==> config.mk <==
export PLATFORM = sky130hd
export DESIGN_NAME = distance_top
export DESIGN_NICKNAME = d
export VERILOG_FILES = /design/src/hw/distance_pkg.sv /design/src/hw/distance_cal.sv /design/src/hw/distance_top.sv /design/src/hw/fxp_iter_mult.sv /design/src/hw/fxp_sqrt.sv /design/src/hw/result_fifo.sv
export SDC_FILE = /design/constraint.sdc
export NUM_CORES = 1
export LEC_CHECK = 0
export ABC_AREA = 1
export BUFFER_PORTS_ARGS = -buffer_cell sky130_fd_sc_hd__buf_4
export CAP_MARGIN = 0
export CORE_MARGIN = 1.5
export CORE_UTILIZATION = 48
export DETAILED_ROUTE_END_ITERATION = 8
export GPL_TIMING_DRIVEN = 1
export MAX_ROUTING_LAYER = met4
export PLACE_DENSITY = 0.71
export SLEW_MARGIN = 10
export SYNTH_ARGS = -nofsm -noshare
export SYNTH_HDL_FRONTEND = slang
export SYNTH_SLANG_ARGS = --single-unit
==> constraint.sdc <==
create_clock -name clk -period 3.3 [get_ports clk]
set_input_delay 0 -clock clk [delete_from_list [all_inputs] [get_ports clk]]
set_output_delay 0 -clock clk [all_outputs]
set_load 0.01 [all_outputs]
==> src/hw/distance_pkg.sv <==
/*
  Shared constants for the distance unit. Operands and results are unsigned
  Q16.16; the packed input pair holds a in the upper half and b in the lower.
*/
`default_nettype none

package distance_pkg;

  // ========================================
  // data format
  // ========================================
  localparam int data_width = 32;
  localparam int frac_bits  = 16;

  // a in the upper half, b in the lower half
  localparam int msg_width  = 2 * data_width;

  // ========================================
  // result queue
  // ========================================
  localparam int fifo_depth = 4;

  // controller phases of one job
  typedef enum logic {
    mult_phase = 1'b0,
    root_phase = 1'b1
  } cal_state_t;

endpackage

`default_nettype wire

==> src/hw/distance_cal.sv <==
/*
  sqrt(a^2 + b^2) for unsigned Q16.16 operands; squares and sum wrap at 32 bits.
  Takes one job at a time, about 58 cycles without back-pressure.
*/
`default_nettype none
`timescale 1ns/1ps

module distance_cal (
  input  logic                                clk,
  input  logic                                reset,

  input  logic [distance_pkg::msg_width-1:0]  recv_msg,
  input  logic                                recv_val,
  output logic                                recv_rdy,

  output logic [distance_pkg::data_width-1:0] send_msg,
  output logic                                send_val,
  input  logic                                send_rdy
);

  logic [distance_pkg::data_width-1:0] a;
  logic [distance_pkg::data_width-1:0] b;
  logic [distance_pkg::data_width-1:0] a_squared;
  logic [distance_pkg::data_width-1:0] b_squared;
  logic [distance_pkg::data_width-1:0] square_sum;

  logic a_recv_rdy;
  logic b_recv_rdy;
  logic a_send_val;
  logic b_send_val;
  logic mult_recv_val;
  logic mult_send_rdy;

  logic root_recv_val;
  logic root_recv_rdy;
  logic root_send_val;

  distance_pkg::cal_state_t state;
  distance_pkg::cal_state_t next_state;

  assign a = recv_msg[distance_pkg::msg_width-1 -: distance_pkg::data_width];
  assign b = recv_msg[distance_pkg::data_width-1:0];

  // both squarers start on the same edge
  assign mult_recv_val = recv_val && recv_rdy;

  // ========================================
  // squaring
  // ========================================
  fxp_iter_mult a_square (
    .clk      (clk),
    .reset    (reset),
    .recv_val (mult_recv_val),
    .recv_rdy (a_recv_rdy),
    .a        (a),
    .b        (a),
    .send_val (a_send_val),
    .send_rdy (mult_send_rdy),
    .c        (a_squared)
  );

  fxp_iter_mult b_square (
    .clk      (clk),
    .reset    (reset),
    .recv_val (mult_recv_val),
    .recv_rdy (b_recv_rdy),
    .a        (b),
    .b        (b),
    .send_val (b_send_val),
    .send_rdy (mult_send_rdy),
    .c        (b_squared)
  );

  // wraps modulo 2^32; squarer outputs stay put while idle
  assign square_sum = a_squared + b_squared;

  // ========================================
  // square root
  // ========================================
  fxp_sqrt root (
    .clk      (clk),
    .reset    (reset),
    .recv_msg (square_sum),
    .recv_val (root_recv_val),
    .recv_rdy (root_recv_rdy),
    .send_msg (send_msg),
    .send_val (root_send_val),
    .send_rdy (send_rdy)
  );

  // ========================================
  // phase control
  // ========================================
  always_comb begin
    next_state = state;
    case (state)
      distance_pkg::mult_phase: begin
        if (a_send_val && b_send_val && mult_send_rdy) begin
          next_state = distance_pkg::root_phase;
        end
      end
      distance_pkg::root_phase: begin
        if (root_send_val && send_rdy) begin
          next_state = distance_pkg::mult_phase;
        end
      end
      default: next_state = distance_pkg::mult_phase;
    endcase
  end

  always_comb begin
    recv_rdy      = 1'b0;
    mult_send_rdy = 1'b0;
    root_recv_val = 1'b0;
    send_val      = 1'b0;
    case (state)
      distance_pkg::mult_phase: begin
        recv_rdy      = a_recv_rdy && b_recv_rdy;
        // squares hand over only to a free root stage
        mult_send_rdy = root_recv_rdy;
      end
      distance_pkg::root_phase: begin
        root_recv_val = 1'b1;
        send_val      = root_send_val;
      end
      default: ;
    endcase
  end

  always_ff @(posedge clk) begin
    if (reset) begin
      state <= distance_pkg::mult_phase;
    end else begin
      state <= next_state;
    end
  end

endmodule

`default_nettype wire

==> src/hw/distance_top.sv <==
/*
  Distance unit with its result queue; latency varies with back-pressure.
*/
`default_nettype none
`timescale 1ns/1ps

module distance_top (
  input  logic                                clk,
  input  logic                                reset,

  input  logic [distance_pkg::msg_width-1:0]  recv_msg,
  input  logic                                recv_val,
  output logic                                recv_rdy,

  output logic [distance_pkg::data_width-1:0] send_msg,
  output logic                                send_val,
  input  logic                                send_rdy
);

  logic [distance_pkg::data_width-1:0] cal_send_msg;
  logic                                cal_send_val;
  logic                                cal_send_rdy;

  distance_cal cal (
    .clk      (clk),
    .reset    (reset),
    .recv_msg (recv_msg),
    .recv_val (recv_val),
    .recv_rdy (recv_rdy),
    .send_msg (cal_send_msg),
    .send_val (cal_send_val),
    .send_rdy (cal_send_rdy)
  );

  result_fifo #(
    .depth (distance_pkg::fifo_depth)
  ) queue (
    .clk      (clk),
    .reset    (reset),
    .recv_msg (cal_send_msg),
    .recv_val (cal_send_val),
    .recv_rdy (cal_send_rdy),
    .send_msg (send_msg),
    .send_val (send_val),
    .send_rdy (send_rdy)
  );

endmodule

`default_nettype wire

==> src/hw/fxp_iter_mult.sv <==
/*
  Unsigned fixed-point multiply, one partial product per cycle. The product
  is truncated to data_width bits and wraps on overflow. One job at a time.
*/
`default_nettype none
`timescale 1ns/1ps

module fxp_iter_mult (
  input  logic                                clk,
  input  logic                                reset,

  input  logic                                recv_val,
  output logic                                recv_rdy,
  input  logic [distance_pkg::data_width-1:0] a,
  input  logic [distance_pkg::data_width-1:0] b,

  output logic                                send_val,
  input  logic                                send_rdy,
  output logic [distance_pkg::data_width-1:0] c
);

  localparam int prod_width  = 2 * distance_pkg::data_width;
  localparam int count_width = $clog2(distance_pkg::data_width);
  localparam logic [count_width-1:0] last_count = count_width'(distance_pkg::data_width - 1);

  typedef enum logic [1:0] {
    idle,
    busy,
    done
  } mult_state_t;

  mult_state_t state;

  logic [prod_width-1:0]                multiplicand;
  logic [distance_pkg::data_width-1:0]  multiplier;
  logic [prod_width-1:0]                acc;
  logic [count_width-1:0]               count;

  assign recv_rdy = (state == idle);
  assign send_val = (state == done);

  // drop the fraction bits of the full product
  assign c = acc[distance_pkg::frac_bits +: distance_pkg::data_width];

  // ========================================
  // control
  // ========================================
  always_ff @(posedge clk) begin
    if (reset) begin
      state <= idle;
      count <= '0;
    end else begin
      case (state)
        idle: begin
          if (recv_val) begin
            state <= busy;
            count <= '0;
          end
        end
        busy: begin
          count <= count + 1'b1;
          if (count == last_count) begin
            state <= done;
          end
        end
        done: begin
          if (send_rdy) begin
            state <= idle;
          end
        end
        default: state <= idle;
      endcase
    end
  end

  // ========================================
  // datapath
  // ========================================
  always_ff @(posedge clk) begin
    if (state == idle && recv_val) begin
      multiplicand <= prod_width'(a);
      multiplier   <= b;
      acc          <= '0;
    end else if (state == busy) begin
      // lsb of the multiplier picks this cycle's partial product
      if (multiplier[0]) begin
        acc <= acc + multiplicand;
      end
      multiplicand <= {multiplicand[prod_width-2:0], 1'b0};
      multiplier   <= multiplier >> 1;
    end
  end

endmodule

`default_nettype wire

==> src/hw/fxp_sqrt.sv <==
/*
  Unsigned fixed-point square root by non-restoring digit recurrence.
  Returns floor(sqrt(x * 2^frac_bits)) after (data_width + frac_bits)/2 cycles.
*/
`default_nettype none
`timescale 1ns/1ps

module fxp_sqrt (
  input  logic                                clk,
  input  logic                                reset,

  input  logic [distance_pkg::data_width-1:0] recv_msg,
  input  logic                                recv_val,
  output logic                                recv_rdy,

  output logic [distance_pkg::data_width-1:0] send_msg,
  output logic                                send_val,
  input  logic                                send_rdy
);

  // the radicand carries frac_bits extra zero bits
  localparam int rad_width   = distance_pkg::data_width + distance_pkg::frac_bits;
  localparam int root_width  = rad_width / 2;
  localparam int rem_width   = root_width + 2;
  localparam int pad_width   = distance_pkg::data_width - root_width;
  localparam int count_width = $clog2(root_width);
  localparam logic [count_width-1:0] last_count = count_width'(root_width - 1);

  typedef enum logic [1:0] {
    idle,
    busy,
    done
  } sqrt_state_t;

  sqrt_state_t state;

  logic [rad_width-1:0]   rad;
  logic [rem_width-1:0]   rem;
  logic [root_width-1:0]  root;
  logic [count_width-1:0] count;

  logic [rem_width-1:0]   rem_shift;
  logic [rem_width-1:0]   rem_next;
  logic [root_width-1:0]  root_next;

  assign recv_rdy = (state == idle);
  assign send_val = (state == done);
  assign send_msg = {{pad_width{1'b0}}, root};

  // ========================================
  // one result bit per cycle
  // ========================================
  assign rem_shift = {rem[rem_width-3:0], rad[rad_width-1 -: 2]};

  always_comb begin
    // sign of the remainder picks subtract or add of the trial value
    if (!rem[rem_width-1]) begin
      rem_next = rem_shift - {root, 2'b01};
    end else begin
      rem_next = rem_shift + {root, 2'b11};
    end
  end

  assign root_next = {root[root_width-2:0], ~rem_next[rem_width-1]};

  // ========================================
  // control
  // ========================================
  always_ff @(posedge clk) begin
    if (reset) begin
      state <= idle;
      count <= '0;
    end else begin
      case (state)
        idle: begin
          if (recv_val) begin
            state <= busy;
            count <= '0;
          end
        end
        busy: begin
          count <= count + 1'b1;
          if (count == last_count) begin
            state <= done;
          end
        end
        done: begin
          if (send_rdy) begin
            state <= idle;
          end
        end
        default: state <= idle;
      endcase
    end
  end

  always_ff @(posedge clk) begin
    if (state == idle && recv_val) begin
      rad  <= {recv_msg, {distance_pkg::frac_bits{1'b0}}};
      rem  <= '0;
      root <= '0;
    end else if (state == busy) begin
      rad  <= {rad[rad_width-3:0], 2'b00};
      rem  <= rem_next;
      root <= root_next;
    end
  end

endmodule

`default_nettype wire

==> src/hw/result_fifo.sv <==
/*
  Synchronous result FIFO, depth of 2 or more. Accepts a write while full
  when a read happens on the same edge, so recv_rdy depends on send_rdy.
*/
`default_nettype none
`timescale 1ns/1ps

module result_fifo #(
  parameter int depth = distance_pkg::fifo_depth
) (
  input  logic                                clk,
  input  logic                                reset,

  input  logic [distance_pkg::data_width-1:0] recv_msg,
  input  logic                                recv_val,
  output logic                                recv_rdy,

  output logic [distance_pkg::data_width-1:0] send_msg,
  output logic                                send_val,
  input  logic                                send_rdy
);

  localparam int ptr_width   = $clog2(depth);
  localparam int count_width = $clog2(depth + 1);
  localparam logic [ptr_width-1:0]   last_ptr = ptr_width'(depth - 1);
  localparam logic [count_width-1:0] full_count = count_width'(depth);

  logic [distance_pkg::data_width-1:0] mem [depth];

  logic [ptr_width-1:0]   wr_ptr;
  logic [ptr_width-1:0]   rd_ptr;
  logic [count_width-1:0] count;
  logic                   do_write;
  logic                   do_read;

  assign send_val = (count != '0);
  assign recv_rdy = (count != full_count) || send_rdy;
  assign send_msg = mem[rd_ptr];

  assign do_write = recv_val && recv_rdy;
  assign do_read  = send_val && send_rdy;

  always_ff @(posedge clk) begin
    if (do_write) begin
      mem[wr_ptr] <= recv_msg;
    end
  end

  // pointers wrap by hand so depth need not be a power of two
  always_ff @(posedge clk) begin
    if (reset) begin
      wr_ptr <= '0;
      rd_ptr <= '0;
      count  <= '0;
    end else begin
      if (do_write) begin
        wr_ptr <= (wr_ptr == last_ptr) ? '0 : wr_ptr + 1'b1;
      end
      if (do_read) begin
        rd_ptr <= (rd_ptr == last_ptr) ? '0 : rd_ptr + 1'b1;
      end
      case ({do_write, do_read})
        2'b10:   count <= count + 1'b1;
        2'b01:   count <= count - 1'b1;
        default: count <= count;
      endcase
    end
  end

endmodule

`default_nettype wire

## Word-level counts from Yosys, hierarchy flattened

Memory sizes are Yosys's and may differ from the RTL's. A register that Yosys moved wholly into a read port is not among the register bits.
Index checks and enable logic that the tools add are counted.
Widths: inputs -> output; s select.

| word-level totals | value |
|---|---|
| register bits after elaboration | 431 |
| bits in latches | 0 |
| RAM bits | 96 |
| ROM bits | 0 |
| bits of input ports | 68 |
| output and inout bits | 34 |
| logic and storage cells | 129 |
| memories kept | 1 |

Memories:

| name | words | bits a word | read ports | clocked after memory_dff | wr ports | RTL line | RTL |
|---|---|---|---|---|---|---|---|
| queue.mem | 4 | 24 | 1 | 1 | 1 | result_fifo.sv:28 | `logic [distance_pkg::data_width-1:0] mem [depth];` |

| cells by class | value |
|---|---|
| $add $sub $neg | 12 |
| multipliers | 0 |
| div/mod/pow operators | 0 |
| $lt $le $gt $ge | 0 |
| equality and inequality tests | 23 |
| shift operators | 0 |
| mux-type cells | 40 |
| bitwise operators | 2 |
| reductions and logical operators | 30 |

Operators with widths:

| operator | number |
|---|---|
| $mux 32 | 8 |
| $add 64x64->64 | 2 |
| $mux 48 | 2 |
| $add 32x32->32 | 1 |
| $pmux 5 s2 | 3 |
| $add 26x26->26 | 1 |
| $mux 26 | 1 |
| $sub 26x26->26 | 1 |
| $mux 2 | 11 |
| $pmux 2 s3 | 3 |
| $ne 2x2->1 const B | 8 |
| $add 5x1->5 const B | 3 |
| $eq 5x5->1 const B | 3 |
| $reduce_bool 2->1 | 7 |
| $eq 2x2->1 const B | 6 |
| $logic_and 1x1->1 | 10 |
| $mux 5 | 2 |
| $reduce_and 2->1 | 5 |
| $reduce_and 3->1 | 3 |
| $eq 2x1->1 const B | 4 |
| $mux 1 | 8 |
| $logic_not 2->1 | 3 |
| $pmux 3 s2 | 1 |
| $add 2x1->2 const B | 2 |
| other kinds (8) | 9 |

## Logic depth before layout (Yosys ltp)

| logic depth | value |
|---|---|
| depth after elaboration | 6 |
| gate-level depth with buffers | 16 |
| depth with buffers taken out | 15 |

## By module

From an unflattened synthesis, not the netlist that was laid out.

| unflattened totals | value |
|---|---|
| cell total of the unflattened synthesis | 4771 |
| area total of the unflattened synthesis | 32885.3 um2 |

By module, submodules not included:

| module | instances | cells an instance | area each (um2) |
|---|---|---|---|
| fxp_iter_mult | 2 | 1533 | 9771.9 |
| fxp_sqrt | 1 | 821 | 5656.7 |
| result_fifo | 1 | 378 | 5271.3 |
| distance_cal | 1 | 506 | 2413.6 |

## Worst setup path before layout

Ideal clock, no wire load.

| path | value |
|---|---|
| path kind | flip-flop to flip-flop |
| from | reg cal.b_square.state[1] |
| to | reg cal.a_square.count[1] |
| library setup time | 0.132 ns |
| arrival | 2.885 ns |
| required time | 3.168 ns |
| setup slack | 0.282 ns |
| stages on the path, launching flop included | 8 |
| path buffers | 1 |
| period minus slack after synthesis | 3.018 ns |
| path through | dfxtp_1 -> nor4_4 -> nand2_2 -> buf_2 -> nand2_1 -> inv_1 -> nand2_1 -> a21oi_1 |

| on the way | value |
|---|---|
| longest elaborated chain between the ends | 6 |

RTL lines:

| item | RTL line | RTL |
|---|---|---|
| from (decl) | fxp_iter_mult.sv:32 | `mult_state_t state;` |
| from (signal assigned) | fxp_iter_mult.sv:50 | `state <= idle;` |
| from (signal assigned) | fxp_iter_mult.sv:56 | `state <= busy;` |
| from (signal assigned) | fxp_iter_mult.sv:63 | `state <= done;` |
| $logic_not 2->1 | fxp_iter_mult.sv:39 | `assign recv_rdy = (state == idle);` |
| $logic_and 1x1->1 | distance_cal.sv:118 | `recv_rdy = a_recv_rdy && b_recv_rdy;` |
| $mux 1 | distance_cal.sv:116 | `case (state)` |
| net recv_rdy | distance_top.sv:13 | `output logic recv_rdy,` |
| $logic_and 1x1->1 | distance_cal.sv:45 | `assign mult_recv_val = recv_val && recv_rdy;` |
| $ne 2x2->1 (no line) | -- |  |
| $reduce_and 2->1 (no line) | -- |  |
| to (signal assigned) | fxp_iter_mult.sv:61 | `count <= count + 1'b1;` |
| to (decl) | fxp_iter_mult.sv:37 | `logic [count_width-1:0] count;` |

The timed path passes the listed nets, and every way through them passes these cells.
A chain may end at the register's enable or synchronous reset.

## Worst setup path after layout

| path | value |
|---|---|
| from | reg cal.root.rem[25] |
| to | reg cal.root.root[0] |

| on the way | value |
|---|---|
| longest elaborated chain between the ends | 2 |

RTL lines:

| item | RTL line | RTL |
|---|---|---|
| from (decl) | fxp_sqrt.sv:38 | `logic [rem_width-1:0] rem;` |
| from (signal assigned) | fxp_sqrt.sv:104 | `rem <= rem_next;` |
| $mux 26 | fxp_sqrt.sv:57 | `if (!rem[rem_width-1]) begin` |
| $not 1->1 | fxp_sqrt.sv:64 | `assign root_next = {root[root_width-2:0], ~rem_next[rem_width-1]};` |
| to (signal assigned) | fxp_sqrt.sv:105 | `root <= root_next;` |
| to (decl) | fxp_sqrt.sv:39 | `logic [root_width-1:0] root;` |

Every way passes these cells.

==> impl_metrics.toml <==
[floorplan]
dieArea_sq_mm = 0.0635
pin_count = 102
initial_utilization = 0.484
core-area_sq_mm = 0.0615
rows = 91
die_h_microns = 252
die_w_microns = 252

[power_and_ir_drop]
pwr-share-seq = 0.351
p_int_uw = 13200
clockPowerShare = 0.274
power_leakage_uw = 0.0166
power_density_mw_per_mm2 = 629
p_comb_frac = 0.375
switchingPower_uw = 8020
vdd_drop_max_mv = 0.526
swShare = 0.378

[cts]
clock_sinks = 464
path_clk_slew_ps = 60
cts_made_buffers = 50
cts_tree = "yes"
clockRootBuffer = "clkbuf_16"
cts_buffer_depth = 3
cts-resized-gates = 0
post_cts_buffers = 0
clkLatencyLatePin_ps = 610
postCtsHoldBufs = 66
htree_levels = 2

[global_routing]
grt_usage = 0.249
grt_pass1_wl_microns = 125000
grt_max_degree = 153
antenna_found_initial = 0
grt_pass1_vias = 24858
grt_overflow = 0

[setup_path]
cp-end-kind = "register"
startpoint_type = "register"
crit_arrival_ps = 3040
critPathRequiredTime_ps = 3790
path_class = "register to register"
worstPathMaxFanout = 25
r2r_cells = 13

[synth]
synth_cell_types = 41
yosysMostFrequentCell = "nand2_1"
synth_compound_area_frac = 0.104
ys_ff_latch = 464
synth_edf_count = 256
synthTopCellsByArea = "edfxtp_1 26%, nand2_1 19%, dfxtp_1 14%"
synth_top_family_by_area = "simple AND/OR/NAND/NOR gates"
synth_ff_type = "edfxtp_1"
ys_async_sr_fraction = 0
ys_seq_area_frac = 0.398
synth_cells = 4262
synth_fa_ha_area_frac = 0.0700
synth.largest_area_cell = "edfxtp_1"
synth-xor-area-share = 0.0250
synthTopCellsByCount = "1516 x nand2_1, 666 x inv_1, 348 x nor2_1, 256 x edfxtp_1, 221 x a21oi_1"
synth_area_sq_mm = 0.0298
ys_warn_count = 0
syn_avg_cell_area_sq_um = 6.98
synth_top_area_frac = 0.258
synth-simple-area-share = 0.298
yosys-mux-area-fraction = 0

[sta]
setup_violations = 0
slew_violations = 0
relSlewSlack = 0.430
hold_viol = 0
min_period_ps = 2560
max_freq_mhz = 391
setup_tns_ps = 0
min_period_over_period = 0.775
rsz0062_at_grt = "false"
worst_pin_slew_ps = 855
fin_skew_ps = 23.8

[drt]
vias_per_cell = 5.07
drt_wl_total_microns = 76900
drt_iter0_drc = 1947
drcViolationCount = 0
wl_per_cell_microns = 14.7
drtAntennaViolNets = 0
num_vias = 26531
dr.pass1.iters = 5

[hold_path]
hold_path_depth = 4
hold_class = "input port to register"

[finish]
final_nets = 4636
antenna_cells = 0
fillers = 5888
multi_input_area_sq_mm = 0.0149
area_delta_synth_final_pct = 13.1
seqCellArea_sq_mm = 0.0119
drive_above_1_share = 0.0562
fin_cells = 5235

[job]
cap_violations = 0

[placement]
portBuffers = 93
place_congestion = 0.961
dp_hpwl_microns = 57000
dp_cells = 5076

[run_status]
outcome = "finished clean"
-- logic make-up (layout without fill, tap and decap cells) --
family          count (synthesis)  in the layout
buf+inv                       782            958
compound gates                556            556
other cells                     1              8
flops                         464            464
simple gates                 2210           2210
xor+xnor                       85             85
fa+ha+maj                     164            164
-- cell usage in the layout (no fill, tap or decap), types with 7 or more instances in the layout --
cell type / synthesis / routed
nand2_1: 1516 / 1514
inv_1: 666 / 666
nor2_1: 348 / 343
edfxtp_1: 256 / 256
a21oi_1: 221 / 221
nand3_1: 220 / 220
dfxtp_1: 208 / 208
o21ai_0: 185 / 185
ha_1: 160 / 160
buf_4: 9 / 118
dlygate4sd3_1: 0 / 66
o21bai_1: 54 / 54
clkbuf_16: 0 / 51
nand4_1: 45 / 45
xor2_1: 45 / 45
o21a_1: 43 / 43
xnor2_1: 40 / 40
nor3_1: 27 / 27
o22ai_1: 24 / 24
or2_2: 18 / 18
nor2_2: 11 / 14
clkinv_2: 0 / 11
a21o_1: 11 / 11
nor4_1: 8 / 8
nand3b_1: 8 / 8
o21ai_1: 8 / 8
conb_1: 1 / 8
clkbuf_1: 54 / 8
buf_12: 0 / 8
clkinv_1: 3 / 7
-- per-layer routing --
| layer | part of all wire | global-route usage | routed length (microns) | vias to the layer above |
|---|---|---|---|---|
| met1 | 0.47 | 0.331 | 35800 | 11951 |
| met4 | 0.034 | 0.0866 | 2610 | 0 |
| li1 | - | - | - | 13826 |
| met2 | 0.45 | 0.394 | 34500 | 623 |
| met3 | 0.053 | 0.0290 | 4070 | 131 |
| met5 | 0 | - | 0 | - |
-- power by group through the flow --
stage | registers, uW | clock network (uW) | logic [uW]
after floorplan | 7300 | 0 | 5920
after global placement | 7550 | 0 | 7720
after detailed placement | 7560 | 0 | 7760
after CTS | 7450 | 5930 | 7880
after global routing | 7500 | 6130 | 9020
final | 7440 | 5810 | 7940
-- registers in the layout (all words and copies together) (netlist names), named ones only --
signal	cells
cal.a_square.multiplicand	48
queue.mem	96
cal.a_square.state	2
cal.root.rad	32
cal.b_square.multiplier	32
queue.count	3
cal.a_square.multiplier	32
cal.root.state	2
cal.b_square.acc	48
cal.a_square.count	5
cal.state	1
cal.root.rem	25
cal.b_square.state	2
cal.b_square.multiplicand	48
cal.a_square.acc	48
queue.wr_ptr	2
cal.root.root	24
queue.rd_ptr	2
cal.b_square.count	5
cal.root.count	5
-- through the flow --
| stage | hold slack [ps] | utilization | total power, uW | cell area [sq um] | setup slack (ps) |
|---|---|---|---|---|---|
| 6_report | 55.4 | 0.547 | 21200 | 33700 | 743 |
| 5_1_grt | 64.9 | 0.547 | 22700 | 33700 | 467 |
| 3_3_place_gp | 287 | 0.509 | 15300 | 31300 | 872 |
| 3_5_place_dp | 289 | 0.509 | 15300 | 31300 | 805 |
| 2_1_floorplan | 197 | - | 13200 | 29800 | 282 |
| 4_1_cts | 42.3 | 0.547 | 21300 | 33700 | 776 |
-- area by class of cell --
| cell class | instances | share of cell area |
|---|---|---|
| multi-input combinational | 3023 | 0.442 |
| timing repair buffer | 192 | 0.0507 |
| clock inverter | 29 | 0.00963 |
| inverter | 673 | 0.0751 |
| clock buffer | 64 | 0.0409 |
| sequential | 464 | 0.352 |
| tap | 790 | 0.0294 |
-- worst max-delay path: stages, from the launching register on --
cell	delay [ps]
dfxtp_1	310
buf_4	370
xnor2_1	190
ha_1	320
a21oi_1	210
nor2_1	60
o21ai_0	300
nand3_1	190
nand2_1	130
nand2_1	60
nand2_1	70
nand3_1	100
nand2_1	100
inv_1	40
-- worst paths after layout --
check | from | end | slack (ps)
hold reg to reg | cal.b_square.count[3]$_SDFFE_PP0P_ | cal.b_square.count[3]$_SDFFE_PP0P_ | 470
setup / recovery | cal.root.rem[25]$_SDFFE_PP0P_ | cal.root.root[0]$_SDFFE_PP0P_ | 740
hold / removal | recv_val | cal.b_square.count[0]$_SDFFE_PP0P_ | 60
setup reg to reg | cal.root.rem[25]$_SDFFE_PP0P_ | cal.root.root[0]$_SDFFE_PP0P_ | 740
Note: power is estimated with default switching activity, not from simulation.
